<file path="src/rtl/dram_params.svh">
// Widths assume a single rank of 2^(BG_BITS+BANK_BITS) banks, and T_RFC must be the largest gap
`ifndef DRAM_PARAMS_SVH
`define DRAM_PARAMS_SVH

// Address fields, row on top and column at the bottom
`define ROW_BITS   12
`define BG_BITS    2
`define BANK_BITS  2
`define COL_BITS   8
`define ADDR_BITS  (`ROW_BITS + `BG_BITS + `BANK_BITS + `COL_BITS)

`define QUEUE_DEPTH 4   // Pending requests

// Timing in controller clock cycles
`define T_RP    3     // PRE or PREA to ACT
`define T_RCD   3     // ACT to RD or WR
`define T_REFI  200   // Refresh interval
`define T_RFC   8     // REF to next command

`endif
</file>
<file path="src/rtl/dram_pkg.sv">
// Types shared by the controller, address layout is {row, bank group, bank, column}
`default_nettype none
`include "dram_params.svh"

package dram_pkg;

    // One request word as it sits in the queue
    typedef struct packed {
        logic                  write;  // 1 = WR, 0 = RD
        logic [`ADDR_BITS-1:0] addr;
    } dram_req_t;

    // Command codes on the DRAM side
    typedef enum logic [2:0] {
        CMD_NOP  = 3'd0,
        CMD_ACT  = 3'd1,
        CMD_PRE  = 3'd2,
        CMD_PREA = 3'd3,
        CMD_RD   = 3'd4,
        CMD_WR   = 3'd5,
        CMD_REF  = 3'd6
    } dram_cmd_t;

    // Tracker answer, only meaningful while req_en is high
    typedef enum logic [1:0] {
        ROW_IDLE     = 2'd0,
        ROW_HIT      = 2'd1,
        ROW_MISS     = 2'd2,
        ROW_CONFLICT = 2'd3
    } row_stat_t;

endpackage

`default_nettype wire

</file>
<file path="src/rtl/row_open_if.sv">
// Sequencer to tracker link, row_stat is combinational on req_en and the address fields
`timescale 1ns/1ps
`default_nettype none
`include "dram_params.svh"

interface row_open_if;
    import dram_pkg::*;

    // Driven by the sequencer
    logic                  req_en;
    logic [`BG_BITS-1:0]   bank_group;
    logic [`BANK_BITS-1:0] bank;
    logic [`ROW_BITS-1:0]  row;
    logic                  row_resolve;   // PRE issued on a conflict
    logic                  tACT_done;     // ACT issued
    logic                  refresh;       // REF issued

    // Driven by the tracker
    row_stat_t             row_stat;
    logic [`ROW_BITS-1:0]  row_conflict;  // Row currently open in a conflicting bank
    logic                  all_row_closed;

    modport dut (
        input  req_en, bank_group, bank, row, row_resolve, tACT_done, refresh,
        output row_stat, row_conflict, all_row_closed
    );

    modport seq (
        output req_en, bank_group, bank, row, row_resolve, tACT_done, refresh,
        input  row_stat, row_conflict, all_row_closed
    );

endinterface

`default_nettype wire

</file>
<file path="src/rtl/dram_ctrl_top.sv">
// Single-rank command scheduler, the DRAM side has no ready and accepts every command
`timescale 1ns/1ps
`default_nettype none
`include "dram_params.svh"

module dram_ctrl_top (
    input  logic                  CLK,
    input  logic                  nRST,
    input  logic                  req_valid,
    output logic                  req_ready,
    input  logic                  req_write,
    input  logic [`ADDR_BITS-1:0] req_addr,
    output logic                  cmd_valid,
    output dram_pkg::dram_cmd_t   cmd_op,
    output logic [`BG_BITS-1:0]   cmd_bank_group,
    output logic [`BANK_BITS-1:0] cmd_bank,
    output logic [`ROW_BITS-1:0]  cmd_row,
    output logic [`COL_BITS-1:0]  cmd_col,
    output logic                  all_row_closed
);
    import dram_pkg::*;

    dram_req_t in_req;
    dram_req_t q_req;   // Head of the queue
    logic      q_valid;
    logic      q_ready;

    row_open_if pol ();

    assign in_req = '{write: req_write, addr: req_addr};

    req_queue #(
        .DEPTH(`QUEUE_DEPTH)
    ) u_queue (
        .CLK      (CLK),
        .nRST     (nRST),
        .in_valid (req_valid),
        .in_ready (req_ready),
        .in_req   (in_req),
        .out_valid(q_valid),
        .out_ready(q_ready),
        .out_req  (q_req)
    );

    cmd_sequencer u_seq (
        .CLK           (CLK),
        .nRST          (nRST),
        .req_valid     (q_valid),
        .req_ready     (q_ready),
        .req           (q_req),
        .pol           (pol.seq),
        .cmd_valid     (cmd_valid),
        .cmd_op        (cmd_op),
        .cmd_bank_group(cmd_bank_group),
        .cmd_bank      (cmd_bank),
        .cmd_row       (cmd_row),
        .cmd_col       (cmd_col)
    );

    row_open u_row_open (
        .CLK (CLK),
        .nRST(nRST),
        .pol (pol.dut)
    );

    assign all_row_closed = pol.all_row_closed;

endmodule

`default_nettype wire

</file>
<file path="src/rtl/cmd_sequencer.sv">
// One request in flight, no reordering, refresh waits for the current request to finish
`timescale 1ns/1ps
`default_nettype none
`include "dram_params.svh"

module cmd_sequencer (
    input  logic                  CLK,
    input  logic                  nRST,
    input  logic                  req_valid,
    output logic                  req_ready,
    input  dram_pkg::dram_req_t   req,
    row_open_if.seq               pol,
    output logic                  cmd_valid,
    output dram_pkg::dram_cmd_t   cmd_op,
    output logic [`BG_BITS-1:0]   cmd_bank_group,
    output logic [`BANK_BITS-1:0] cmd_bank,
    output logic [`ROW_BITS-1:0]  cmd_row,
    output logic [`COL_BITS-1:0]  cmd_col
);
    import dram_pkg::*;

    localparam int GAP_W  = $clog2(`T_RFC + 1);
    localparam int REFI_W = $clog2(`T_REFI);

    typedef enum logic [2:0] {
        IDLE, PRECHARGE, WAIT_RP, ACTIVATE, WAIT_RCD, ACCESS, REF_PREA, REF_WAIT
    } state_t;

    state_t                state;
    state_t                state_n;
    logic [GAP_W-1:0]      gap_cnt;   // Shared by tRP, tRCD and tRFC
    logic [REFI_W-1:0]     refi_cnt;
    logic                  ref_pend;
    logic                  ref_sent;  // REF already out in this refresh
    logic                  gap_done;
    logic                  in_ref;
    logic                  issue_ref;
    logic [`ROW_BITS-1:0]  req_row;
    logic [`BG_BITS-1:0]   req_bg;
    logic [`BANK_BITS-1:0] req_bank;
    logic [`COL_BITS-1:0]  req_col;

    assign {req_row, req_bg, req_bank, req_col} = req.addr;

    assign in_ref    = (state == REF_PREA) || (state == REF_WAIT);
    assign gap_done  = (gap_cnt <= GAP_W'(1));
    assign issue_ref = (state == REF_WAIT) && gap_done && !ref_sent;
    assign req_ready = (state == ACCESS);  // Pop on RD/WR

    // Tracker side
    assign pol.req_en      = req_valid && !in_ref;
    assign pol.bank_group  = req_bg;
    assign pol.bank        = req_bank;
    assign pol.row         = req_row;
    assign pol.row_resolve = (state == PRECHARGE);
    assign pol.tACT_done   = (state == ACTIVATE);
    assign pol.refresh     = issue_ref;

    always_comb begin
        state_n = state;
        case (state)
            IDLE: begin
                if (ref_pend) begin
                    state_n = REF_PREA;  // Refresh wins between requests
                end else if (req_valid) begin
                    case (pol.row_stat)
                        ROW_HIT:      state_n = ACCESS;
                        ROW_MISS:     state_n = ACTIVATE;
                        ROW_CONFLICT: state_n = PRECHARGE;
                        default:      state_n = IDLE;
                    endcase
                end
            end
            PRECHARGE: state_n = WAIT_RP;
            WAIT_RP:   if (gap_done) state_n = ACTIVATE;
            ACTIVATE:  state_n = WAIT_RCD;
            WAIT_RCD:  if (gap_done) state_n = ACCESS;
            ACCESS:    state_n = IDLE;
            REF_PREA:  state_n = REF_WAIT;
            REF_WAIT:  if (gap_done && ref_sent) state_n = IDLE;
            default:   state_n = IDLE;
        endcase
    end

    always_ff @(posedge CLK or negedge nRST) begin
        if (!nRST) begin
            state    <= IDLE;
            gap_cnt  <= '0;
            ref_sent <= 1'b0;
        end else begin
            state <= state_n;
            case (state)
                PRECHARGE: gap_cnt <= GAP_W'(`T_RP - 1);
                REF_PREA:  gap_cnt <= GAP_W'(`T_RP);  // REF leaves from REF_WAIT itself
                ACTIVATE:  gap_cnt <= GAP_W'(`T_RCD - 1);
                default: begin
                    if (issue_ref) begin
                        gap_cnt <= GAP_W'(`T_RFC - 1);
                    end else if (gap_cnt != '0) begin
                        gap_cnt <= gap_cnt - 1'b1;
                    end
                end
            endcase
            if (state == REF_PREA) begin
                ref_sent <= 1'b0;
            end else if (issue_ref) begin
                ref_sent <= 1'b1;
            end
        end
    end

    // Free-running refresh interval timer
    always_ff @(posedge CLK or negedge nRST) begin
        if (!nRST) begin
            refi_cnt <= '0;
            ref_pend <= 1'b0;
        end else begin
            if (issue_ref) begin
                ref_pend <= 1'b0;
            end
            if (refi_cnt == REFI_W'(`T_REFI - 1)) begin
                refi_cnt <= '0;
                ref_pend <= 1'b1;
            end else begin
                refi_cnt <= refi_cnt + 1'b1;
            end
        end
    end

    always_comb begin
        cmd_valid = 1'b0;
        cmd_op    = CMD_NOP;
        case (state)
            PRECHARGE: begin
                cmd_valid = 1'b1;
                cmd_op    = CMD_PRE;
            end
            ACTIVATE: begin
                cmd_valid = 1'b1;
                cmd_op    = CMD_ACT;
            end
            ACCESS: begin
                cmd_valid = 1'b1;
                cmd_op    = req.write ? CMD_WR : CMD_RD;
            end
            REF_PREA: begin
                cmd_valid = !pol.all_row_closed;  // Skip PREA when nothing is open
                cmd_op    = pol.all_row_closed ? CMD_NOP : CMD_PREA;
            end
            REF_WAIT: begin
                cmd_valid = issue_ref;
                cmd_op    = issue_ref ? CMD_REF : CMD_NOP;
            end
            default: ;
        endcase
    end

    assign cmd_bank_group = req_bg;
    assign cmd_bank       = req_bank;
    assign cmd_row        = (state == PRECHARGE) ? pol.row_conflict : req_row;
    assign cmd_col        = req_col;

    // A wait state never repeats the command of the cycle before
    a_wait_no_repeat: assert property (@(posedge CLK) disable iff (!nRST)
        (cmd_valid && (state == WAIT_RP || state == WAIT_RCD || state == REF_WAIT))
        |-> !($past(cmd_valid) && $past(cmd_op) == cmd_op))
        else $error("cmd_sequencer: command repeated in a wait state");

    // Column access only to a row the tracker sees as open
    a_access_on_hit: assert property (@(posedge CLK) disable iff (!nRST)
        (cmd_valid && (cmd_op == CMD_RD || cmd_op == CMD_WR)) |-> (pol.row_stat == ROW_HIT))
        else $error("cmd_sequencer: RD/WR issued without a row hit");

endmodule

`default_nettype wire

</file>
<file path="src/rtl/req_queue.sv">
// Request FIFO without bypass, a pushed entry shows on the output one cycle later
`timescale 1ns/1ps
`default_nettype none
`include "dram_params.svh"

module req_queue #(
    parameter int DEPTH = `QUEUE_DEPTH
) (
    input  logic                CLK,
    input  logic                nRST,
    input  logic                in_valid,
    output logic                in_ready,
    input  dram_pkg::dram_req_t in_req,
    output logic                out_valid,
    input  logic                out_ready,
    output dram_pkg::dram_req_t out_req
);
    import dram_pkg::*;

    localparam int PTR_W = (DEPTH > 1) ? $clog2(DEPTH) : 1;
    localparam int CNT_W = $clog2(DEPTH + 1);

    dram_req_t        mem [DEPTH];
    logic [PTR_W-1:0] wr_ptr;
    logic [PTR_W-1:0] rd_ptr;
    logic [CNT_W-1:0] count;
    logic             push;
    logic             pop;

    assign in_ready  = (count != CNT_W'(DEPTH));
    assign out_valid = (count != '0);
    assign out_req   = mem[rd_ptr];
    assign push      = in_valid && in_ready;
    assign pop       = out_valid && out_ready;

    always_ff @(posedge CLK or negedge nRST) begin
        if (!nRST) begin
            wr_ptr <= '0;
            rd_ptr <= '0;
            count  <= '0;
        end else begin
            if (push) begin
                wr_ptr <= (wr_ptr == PTR_W'(DEPTH - 1)) ? '0 : wr_ptr + 1'b1;
            end
            if (pop) begin
                rd_ptr <= (rd_ptr == PTR_W'(DEPTH - 1)) ? '0 : rd_ptr + 1'b1;
            end
            count <= count + CNT_W'(push) - CNT_W'(pop);
        end
    end

    always_ff @(posedge CLK) begin
        if (push) begin
            mem[wr_ptr] <= in_req;
        end
    end

    // Full and not drained, so the head entry must survive untouched
    a_no_push_full: assert property (@(posedge CLK) disable iff (!nRST)
        (count == CNT_W'(DEPTH) && !out_ready)
        |=> (count == CNT_W'(DEPTH) && out_req == $past(out_req)))
        else $error("req_queue: entry written while full");

    // The consumer only pops a valid head
    a_no_pop_empty: assert property (@(posedge CLK) disable iff (!nRST)
        out_ready |-> out_valid)
        else $error("req_queue: pop requested while empty");

endmodule

`default_nettype wire

</file>
<file path="src/rtl/row_open.sv">
// Open-row table, DEPTH must cover every bank group and bank, updates only while req_en is high
`timescale 1ns/1ps
`default_nettype none
`include "dram_params.svh"

module row_open #(
    parameter int DEPTH = 1 << (`BG_BITS + `BANK_BITS)
) (
    input logic     CLK,
    input logic     nRST,
    row_open_if.dut pol
);
    import dram_pkg::*;

    localparam int IDX_W = `BG_BITS + `BANK_BITS;
    localparam int CNT_W = $clog2(DEPTH + 1);

    logic [DEPTH-1:0]     row_vld;            // One open flag per bank
    logic [`ROW_BITS-1:0] row_tag [DEPTH];    // Open row per bank
    logic [CNT_W-1:0]     open_cnt;
    logic [IDX_W-1:0]     idx;
    row_stat_t            stat;
    logic [`ROW_BITS-1:0] conflict_row;
    logic                 open_row;
    logic                 close_row;

    assign idx = {pol.bank_group, pol.bank};

    // Classify the request against the table
    always_comb begin
        stat = ROW_IDLE;
        conflict_row = '0;
        if (pol.req_en) begin
            if (!row_vld[idx]) begin
                stat = ROW_MISS;
            end else if (row_tag[idx] == pol.row) begin
                stat = ROW_HIT;
            end else begin
                stat = ROW_CONFLICT;
                conflict_row = row_tag[idx];  // Row the PRE has to close
            end
        end
    end

    assign pol.row_stat       = stat;
    assign pol.row_conflict   = conflict_row;
    assign pol.all_row_closed = (open_cnt == '0);

    assign open_row  = pol.req_en && pol.tACT_done && (stat == ROW_MISS);
    assign close_row = pol.req_en && pol.row_resolve && row_vld[idx];

    always_ff @(posedge CLK or negedge nRST) begin
        if (!nRST) begin
            row_vld  <= '0;
            open_cnt <= '0;
        end else if (pol.refresh) begin
            row_vld  <= '0;  // REF leaves every bank closed
            open_cnt <= '0;
        end else if (open_row) begin
            row_vld[idx] <= 1'b1;
            open_cnt     <= open_cnt + 1'b1;
        end else if (close_row) begin
            row_vld[idx] <= 1'b0;
            open_cnt     <= open_cnt - 1'b1;
        end
    end

    // Row address of the bank being opened
    always_ff @(posedge CLK) begin
        if (open_row) begin
            row_tag[idx] <= pol.row;
        end
    end

    // The sequencer never activates and precharges in the same cycle
    a_act_vs_pre: assert property (@(posedge CLK) disable iff (!nRST)
        !(pol.tACT_done && pol.row_resolve))
        else $error("row_open: tACT_done and row_resolve high together");

endmodule

`default_nettype wire

</file>
<file path="config.mk">
export PLATFORM = sky130hd
export DESIGN_NAME = dram_ctrl_top
export DESIGN_NICKNAME = d
export VERILOG_FILES = /design/src/rtl/dram_pkg.sv /design/src/rtl/row_open_if.sv /design/src/rtl/dram_ctrl_top.sv /design/src/rtl/cmd_sequencer.sv /design/src/rtl/req_queue.sv /design/src/rtl/row_open.sv
export VERILOG_INCLUDE_DIRS = /design/src /design/src/rtl
export SDC_FILE = /design/constraint.sdc
export NUM_CORES = 1
export LEC_CHECK = 0
export BUFFER_PORTS_ARGS = -buffer_cell sky130_fd_sc_hd__buf_2
export CAP_MARGIN = 0
export CORE_ASPECT_RATIO = 0.7
export CORE_MARGIN = 2
export CORE_UTILIZATION = 65
export CTS_BUF_LIST = sky130_fd_sc_hd__clkbuf_4
export DETAILED_ROUTE_END_ITERATION = 7
export MAX_ROUTING_LAYER = met4
export PLACE_DENSITY = 0.88
export SETUP_SLACK_MARGIN = 0.5
export SYNTH_ARGS = -nofsm -noshare
export SYNTH_HDL_FRONTEND = slang
export SYNTH_SLANG_ARGS = --single-unit
</file>
<file path="constraint.sdc">
create_clock -name CLK -period 8.69 [get_ports CLK]
set_input_delay 1.738 -clock CLK [delete_from_list [all_inputs] [get_ports CLK]]
set_output_delay 1.738 -clock CLK [all_outputs]
set_load 0.02 [all_outputs]
</file>
======== Word level (Yosys, flattened, before mapping) ========
Memories as Yosys holds them, arrays and structs flattened.
Index checks and enable logic that the tools add are counted.
operators by class
  add/sub/neg operators ................... 8
  magnitude comparators ................... 3
  equality and inequality tests ........... 19
  multiplexer cells ....................... 43
  bitwise operators ....................... 3
  reduce and logical (&&, ||, !) cells .... 26
operators by type and width
  operator                                       count
  2-to-1 mux 12 bit                              4
  2-to-1 mux 16 bit                              3
  case mux 3 bit (8 select lines)                1
  2-to-1 mux 3 bit                               6
  bitwise AND 16 bit                             1
  NOT 16 bit                                     1
  OR 16 bit                                      1
  2-to-1 mux 5 bit                               3
  case mux 3 bit (5 select lines)                1
  == test 12 bit                                 1
  == test 3 bit, second input constant           4
  2-to-1 mux 2 bit                               6
  logical AND 1 bit                              11
  2-to-1 mux 1 bit                               11
  case mux 3 bit (3 select lines)                1
  adder 8 x 1 -> 8 bit, second input constant    1
  == test 2 bit, second input constant           4
  == test 8 bit, second input constant           1
  2-to-1 mux 4 bit                               2
  2-to-1 mux 8 bit                               1
  case mux 4 bit (2 select lines)                1
  nonzero test 4 bit                             2
  == test 3 x 2 -> 1 bit, second input constant  2
  nonzero test 3 bit                             2
  26 further kinds                               31
word-level totals
  bits in registers ....................... 45
  memory bits (writable) .................. 292
  input port bits ......................... 28
  memories ................................ 2
memory list
  memory              depth  width  rd ports  clocked after Yosys merged registers in  write ports  line             RTL
  u_row_open.row_tag  16     12     1         0                                        1            row_open.sv:19   logic [`ROW_BITS-1:0] row_tag [DEPTH];
  u_queue.mem         4      25     1         0                                        1            req_queue.sv:23  dram_req_t mem [DEPTH];

======== Depth between registers and ports, before layout ========
Gate-level depths: netlist (run 1).
An unclocked memory read counts as a cell.
  depth after elaboration ................. 11
  depth in mapped cells ................... 18
  mapped depth without buffers ............ 12

======== By module ========
Synthesis (run 1) repeated with hierarchy kept, for this count alone.
unflattened totals
  cells, all modules ...................... 880
  area total of the unflattened synthesis .. 14,642.8 um^2
by module, submodules not included
  module         times used  cells each  area each (um^2)  sequential area each (um^2)
  row_open       1           556         9,170.0           6,291.0
  req_queue      1           174         4,086.4           3,178.0
  cmd_sequencer  1           150         1,386.3           425.4

======== Worst setup path after synthesis (run 1) ========
Ideal clock, no wire load.
  kind .................................... flip-flop to output port
  from .................................... register u_queue.rd_ptr[0]
  to ...................................... output cmd_row[5]
  data arrival time ....................... 3.491 ns
  data required time ...................... 6.952 ns
  slack ................................... 3.461 ns
  stages on the path, launching flop included .. 13
  buffers on the path ..................... 6
  path through ............................ dfrtp_1 buf_6 mux4_2 buf_6 buf_6 buf_4 buf_2 mux2i_1 mux2i_1 a22oi_1 a211o_1 buf_2 o41ai_1
on the way
  longest elaborated chain between the ends .. 7
  elaborated cells between the ends (all ways) .. 9
  classes of those cells .................. eq/ne (1); mux (6); memory (2)
ends and longest elaborated chain
  element                     line                  RTL
  from (decl)                 req_queue.sv:25       logic [PTR_W-1:0] rd_ptr;
  from (signal assigned)      req_queue.sv:46       rd_ptr <= (rd_ptr == PTR_W'(DEPTH - 1)) ? '0 : rd_ptr + 1'b1;
  memory read (4 x 25 bit) *  --
  memory read (16 x 12 bit)   --
  == test 12 bit              row_open.sv:36        end else if (row_tag[idx] == pol.row) begin
  2-to-1 mux 12 bit           row_open.sv:36
  2-to-1 mux 12 bit           row_open.sv:34        if (!row_vld[idx]) begin
  2-to-1 mux 12 bit           row_open.sv:33        if (pol.req_en) begin
  2-to-1 mux 12 bit *         cmd_sequencer.sv:160  assign cmd_row = (state == PRECHARGE) ? pol.row_conflict : req_row;
  to (decl)                   dram_ctrl_top.sv:17   output logic [`ROW_BITS-1:0] cmd_row,
Every way passes the cells marked *; elsewhere a longest branch is shown, timed or not. The select of a mux whose other input is x is not followed.

======== Worst setup path after layout (run 1) ========
  from .................................... register u_queue.rd_ptr[0]
  to ...................................... output cmd_row[3]
The elaborated chain is that of the path after synthesis.

==> results of run 1 <==
-- area by class of cell --
class	instances	area [µm²]	share of cell area [%]
well taps	312	390	2.38
inverters	13	48.8	0.298
clock buffers	113	848	5.17
clock inverters	23	183	1.11
multi-input cells	552	4600	28.1
flip-flops and latches	337	9900	60.4
diodes	1	2.50	0.0153
repair buffers	74	425	2.59
-- path summary, 6_finish.rpt --
kind                                                     from                                 end  slack, ns  cells after the start
worst min-delay path              u_seq.refi_cnt[0]$_DFF_PN0_         u_seq.refi_cnt[0]$_DFF_PN0_       0.46                      1
max in group asynchronous                                nRST       u_queue.rd_ptr[0]$_DFFE_PN0P_       6.83                      1
worst min register to register    u_seq.refi_cnt[0]$_DFF_PN0_         u_seq.refi_cnt[0]$_DFF_PN0_       0.46                      1
worst max-delay path            u_queue.rd_ptr[0]$_DFFE_PN0P_                          cmd_row[3]       1.08                     11
worst max register to register  u_queue.rd_ptr[0]$_DFFE_PN0P_  u_row_open.row_tag[4][9]$_DFFE_PP_       2.94                      9
min in group asynchronous                                nRST        u_seq.gap_cnt[3]$_DFFE_PN0P_       1.15                      1
-- power by group --
| part | leakage [nW] | internal, mW | switching (mW) |
|---|---|---|---|
| Combinational | 2.23 | 1.01 | 1.87 |
| Clock | 0.596 | 0.689 | 0.633 |
| Sequential | 3.20 | 2.18 | 0.156 |
| Total | 6.03 | 3.88 | 2.66 |
-- per-stage QoR --
step	hold WS [ns]	setup slack, ns	total power [mW]
finish	0.457	1.08	6.54
global route	0.491	0.791	6.83
CTS	0.459	0.597	6.49
detailed placement	0.456	1.27	5.15
global placement	0.442	1.42	5.06
floorplan	0.425	3.46	4.38
-- timing repair --
item	in CTS	in global routing
pin swaps	0	1
buffers inserted	0	1
setup endpoints to repair	1	12
resized for setup	1	1
-- per-layer routing --
| layer | part of all wire, % | routed length [µm] |
|---|---|---|
| met1 | 39 | 13700 |
| met2 | 46 | 15900 |
| met3 | 12 | 4160 |
| met4 | 3.1 | 1070 |
| met5 | 0 | 0 |
-- flip-flops by register name, summed over array words and instances, names as in the netlist --
name and flops:
u_row_open.row_tag 192, u_queue.count 3, u_queue.mem 100, u_seq.state 3, u_seq.refi_cnt 8, u_row_open.open_cnt 5
u_queue.rd_ptr 2, u_seq.ref_sent 1, u_queue.wr_ptr 2, u_row_open.row_vld 16, u_seq.gap_cnt 4, u_seq.ref_pend 1
-- placed cells by master, fill, tap and decap left out, types with 9 or more instances in the layout --
master    Yosys  layout
a211oi_1     12      12
a21oi_1      28      28
a22oi_1      30      30
a31oi_1      13      13
and3_1       12      12
buf_2        16      57
buf_4         5      16
clkbuf_4      0     113
clkinv_1      0      16
dfrtp_1      45      44
edfxtp_1    292     292
ha_1         13      13
inv_1        13      13
mux2_2       10      10
mux2i_1     123     123
mux4_2       28      27
nand2_1      59      59
nand2b_1      9       9
nand3_1       9       9
nor2_1       40      38
nor3_1       24      13
nor3_2        0      11
o21ai_0      15      15
o31ai_2       9       9
xnor2_1      18      18
-- worst max-delay path, cell delays in order (launching register included) --
cell and delay (ns):
dfrtp_2 0.96, mux4_2 0.75, buf_4 0.37, nor2_1 1.06
a22oi_1 0.41, nand2_1 0.19, xnor2_1 0.11, a221o_1 0.38
a2111oi_4 0.39, buf_12 0.21, o41ai_1 0.09, buf_2 0.20
-- logic make-up (layout without fill, tap and decap cells) --
logic type               count (synthesis)  after routing  synth area share, %
buffers and inverters                   66            223                 2.32
multiplexers                           163            163                 13.6
adder cells (fa/ha/maj)                 15             15                 1.37
AO/OA/AOI/OAI                          162            162                 8.27
other                                    0              1                    0
AND/OR/NAND/NOR                        188            188                 6.07
XOR/XNOR                                24             24                 1.42
flip-flops                             337            337                 67.0
==> flow_metrics.env, run 1 <==
export IMPL_crit_path_max_fanout=36
export IMPL_synth_cell_types=62
export IMPL_synthMostInstantiatedCell="edfxtp_1"
export IMPL_relSlewSlack_pct=11.5
export IMPL_synth_area_per_cell_um2=15.5
export IMPL_num_vias=9290
export IMPL_synth_fp_nets=998
export IMPL_synth_seq_area_share_pct=67.0
export IMPL_cts_sinks=337
export IMPL_synthTopCellsByCount="edfxtp_1, mux2i_1, nand2_1"
export IMPL_synth_top_cell_by_area="edfxtp_1"
export IMPL_leakage_nw=6.03
export IMPL_grt_pass1_wl_um=52600
export IMPL_drt_initial_drc_count=1211
export IMPL_initial_core_util_pct=65.6
export IMPL_synth_edf_count=292
export IMPL_clkTransAtPathRegs_ns=0.08
export IMPL_wl_per_cell_um=24.4
export IMPL_hp_class="flop to flop"
export IMPL_netlist_area_um2=14800
export IMPL_dieWidth_um=184
export IMPL_worst_slew_pin_slew_ns=1.32
export IMPL_cts_inserted_buffers=77
export IMPL_synth_area_leaders="edfxtp_1, mux2i_1, dfrtp_1, mux4_2, a22oi_1"
export IMPL_crit_path_start_kind="flop"
export IMPL_dieArea_um2=24000
export IMPL_cts_tree="built"
export IMPL_place_congestion=0.895
export IMPL_fillerInstances=1350
export IMPL_synth_cells=955
export IMPL_pin_count=58
export IMPL_setup_violations=0
export IMPL_placedInstanceArea_um2=15300
export IMPL_grt_usage_pct=31.1
export IMPL_dp_cells=1287
export IMPL_ys_ff_latch=337
export IMPL_grt_busiest_layer="met2"
export IMPL_coreArea_um2=22500
export IMPL_ant_nets=0
export IMPL_required_ns=6.95
export IMPL_antenna_found_initial=1
export IMPL_cp_end_kind="output port"
export IMPL_via_per_inst=6.52
export IMPL_ctsHoldBuffers=0
export IMPL_finalClockSkew_ns=0.0436
export IMPL_htree_levels=3
export IMPL_placementRows=46
export IMPL_slew_violations=0
export IMPL_cts_root_buf="clkbuf_4"
export IMPL_path_class="flop to output port"
export IMPL_fin_util_pct=72.9
export IMPL_cap_violations=0
export IMPL_first_pass_iters=5
export IMPL_final_area_um2=16400
export IMPL_grt_use_met3_pct=7.76
export IMPL_grt_overflow=0
export IMPL_netlist_area_leader_share_pct=59.4
export IMPL_fin_tns_setup_ns=0
export IMPL_drt_wl_total_um=34800
export IMPL_cts_buffer_depth=3
export IMPL_portBuffers=57
export IMPL_async_flop_share_pct=13.4
export IMPL_power_density_nw_per_um2=399
export IMPL_rsz0062_at_grt="no"
export IMPL_drc=0
export IMPL_period_minus_slack_ns=7.61
export IMPL_areaGrowthSynthToFinish_pct=11.0
export IMPL_grt_max_degree=51
export IMPL_final_nets=1098
export IMPL_synth_ff_type="edfxtp_1"
export IMPL_clock_latency_ns=0.74
export IMPL_layout_drive_gt1_share_pct=24.6
export IMPL_peakVddDrop_mv=0.220
export IMPL_finalHoldViolations=0
export IMPL_grt_pass1_vias=8965
export IMPL_gr_usage_met2_pct=45.3
export IMPL_status="finished, final reports clean"
export IMPL_dieHeight_um=130
export IMPL_met1_usage_pct=42.8
export IMPL_hpwl_um=21300
export IMPL_fmax_mhz=131
export IMPL_final_cells=1425
export IMPL_yosys_warnings=0
export IMPL_post_route_period_util_pct=87.6
export IMPL_arrival_ns=5.87
Note: power is estimated with default switching activity, not from simulation.
==> inputs of run 2 (changes only) <==
--- a/config.mk
+++ b/config.mk
@@ -10,11 +10,11 @@
 export CAP_MARGIN = 0
 export CORE_ASPECT_RATIO = 0.7
 export CORE_MARGIN = 2
-export CORE_UTILIZATION = 65
+export CORE_UTILIZATION = 55
 export CTS_BUF_LIST = sky130_fd_sc_hd__clkbuf_4
 export DETAILED_ROUTE_END_ITERATION = 7
 export MAX_ROUTING_LAYER = met4
-export PLACE_DENSITY = 0.88
+export PLACE_DENSITY = 0.77
 export SETUP_SLACK_MARGIN = 0.5
 export SYNTH_ARGS = -nofsm -noshare
 export SYNTH_HDL_FRONTEND = slang
==> run 2 against run 1 <==
Total power down 1.5%. Sequential share of layout area down 0.11 points. Critical endpoint unchanged. Cell area up 0.18%. Clock-buffer cell count up 6. First-iteration DRC count down 22%. Setup slack worse by 0.14 ns. Via count down 4.4%. Register-to-register slack better by 0.76 ns. Hold slack worse by 0.0026 ns. Largest power group unchanged. Clock skew up 0.0098 ns. Die area up 18%. Global-route usage down 5.3 points.
==> flow_metrics.env, run 2 (synthesis results as in run 1) <==
export IMPL_status="finished, final reports clean"
export IMPL_largest_reg_flops=192
export IMPL_hpwl_um=21500
export IMPL_fin_util_pct=61.8
export IMPL_cp_end_kind="output port"
export IMPL_fin_tns_setup_ns=0
export IMPL_grt_pass1_vias=8700
export IMPL_dieHeight_um=141
export IMPL_wl_per_cell_um=22.8
export IMPL_portBuffers=57
export IMPL_pin_count=58
export IMPL_setup_violations=0
export IMPL_coreArea_um2=26600
export IMPL_cap_violations=0
export IMPL_grt_usage_pct=25.8
export IMPL_finalClockSkew_ns=0.0534
export IMPL_drc=0
export IMPL_htree_levels=3
export IMPL_dieWidth_um=200
export IMPL_fillerInstances=1991
export IMPL_via_per_inst=6.01
export IMPL_relSlewSlack_pct=16.0
export IMPL_dieArea_um2=28200
export IMPL_crit_path_start_kind="flop"
export IMPL_peakVddDrop_mv=0.205
export IMPL_drt_initial_drc_count=948
export IMPL_placementRows=50
export IMPL_layout_drive_gt1_share_pct=25.1
export IMPL_num_vias=8881
export IMPL_cts_sinks=337
export IMPL_cts_tree="built"
export IMPL_first_pass_iters=6
export IMPL_dpl_worst_slack_ns=1.70
export IMPL_rsz0062_at_grt="no"
export IMPL_setup_ws_ns=0.938
export IMPL_worst_slew_pin_slew_ns=1.26
export IMPL_cts_setup_buffers=0
export IMPL_grt_pass1_wl_um=52000
export IMPL_reg2reg_slack_ns=3.70
export IMPL_final_nets=1101
export IMPL_areaGrowthSynthToFinish_pct=11.2
export IMPL_drt_wl_total_um=33700
export IMPL_crit_path_max_fanout=27
export IMPL_leakage_nw=6.03
export IMPL_fmax_mhz=129
export IMPL_hold_slack_ns=0.455
export IMPL_finalHoldViolations=0
export IMPL_slew_violations=0
export IMPL_top_regs="u_row_open.row_tag: 192 flops, u_queue.mem: 100 flops, u_row_open.row_vld: 16 flops"
export IMPL_cts_buffer_depth=3
export IMPL_cts_inserted_buffers=78
export IMPL_hp_class="flop to flop"
export IMPL_place_congestion=0.921
export IMPL_final_common_cell="edfxtp_1"
export IMPL_post_route_period_util_pct=89.2
export IMPL_path_class="flop to output port"
export IMPL_cts_root_buf="clkbuf_4"
export IMPL_period_minus_slack_ns=7.75
export IMPL_arrival_ns=6.01
export IMPL_clkTransAtPathRegs_ns=0.06
export IMPL_clock_latency_ns=0.75
export IMPL_required_ns=6.95
export IMPL_initial_core_util_pct=55.6
export IMPL_layout_common_cells="edfxtp_1, mux2i_1, clkbuf_4, nand2_1, buf_2"
export IMPL_grt_overflow=0
export IMPL_ant_nets=0
export IMPL_grt_max_degree=62
export IMPL_antenna_found_initial=1
export IMPL_power_density_nw_per_um2=392
export IMPL_largest_register="u_row_open.row_tag"
[run 2: cell count changes in the layout (fill, tap and decap cells not counted), sizes merged]
cell | previous run | this run
bufinv | 3 | 1
clkbuf | 113 | 119
buf | 74 | 76
clkinv | 17 | 11
clkinvlp | 2 | 3
[run 2: critical path, stage by stage (launching register included)]
cell       delay, ns
dfrtp_2         0.37
buf_4           0.44
mux2_2          0.51
inv_1           0.62
nor2_1          0.50
a22o_1          0.34
a211oi_1        0.43
o2111ai_1       0.17
or3_1           0.44
a2111oi_4       1.08
o41ai_1         0.17
buf_2           0.20
[run 2: stage by stage]
step | power (mW) | instance area [µm²] | std cells
after floorplan | 4.38 | 14800 | 955
after global placement | 5.10 | 15400 | 1342
after detailed placement | 5.16 | 15400 | 1342
after CTS | 6.43 | 16400 | 1477
after global routing | 6.78 | 16400 | 1478
final | 6.44 | 16400 | 1478
[run 2: worst paths after layout]
check,start,endpoint,depth (start not counted)
worst min register to register,u_seq.refi_cnt[0]$_DFF_PN0_,u_seq.refi_cnt[0]$_DFF_PN0_,1
max in group asynchronous,nRST,u_queue.rd_ptr[0]$_DFFE_PN0P_,2
worst min-delay path,u_seq.refi_cnt[0]$_DFF_PN0_,u_seq.refi_cnt[0]$_DFF_PN0_,1
worst max register to register,u_queue.rd_ptr[1]$_DFFE_PN0P_,u_row_open.row_tag[7][1]$_DFFE_PP_,9
min in group asynchronous,nRST,u_row_open.row_vld[5]$_DFFE_PN0P_,2
worst max-delay path,u_queue.rd_ptr[0]$_DFFE_PN0P_,cmd_row[3],11
[run 2: timing repair]
action,in CTS,in global routing
resized for setup,0,1
setup endpoints to repair,0,1
hold buffers,0,0
[run 2: cell type report]
type	count	area [µm²]	share of cell area [%]
Sequential cell	337	9900	60.2
Tap cell	364	455	2.77
Multi-Input combinational cell	552	4590	28.0
Timing Repair Buffer	76	428	2.61
Clock inverter	16	108	0.655
Inverter	13	48.8	0.297
Antenna cell	1	2.50	0.0152
Clock buffer	119	893	5.44
[run 2: routing by layer]
layer | wire (µm) | vias to the layer above | global-route usage (%)
met5 | 0 | - | -
met4 | 699 | 0 | 7.95
met3 | 3310 | 57 | 6.27
met2 | 14800 | 452 | 35.6
met1 | 14900 | 4388 | 38.1
li1 | - | 3984 | -
[run 2: report_power, final]
group / switching [mW] / internal (mW)
Combinational: 1.87 / 1.01
Sequential: 0.110 / 2.18
Clock: 0.614 / 0.655
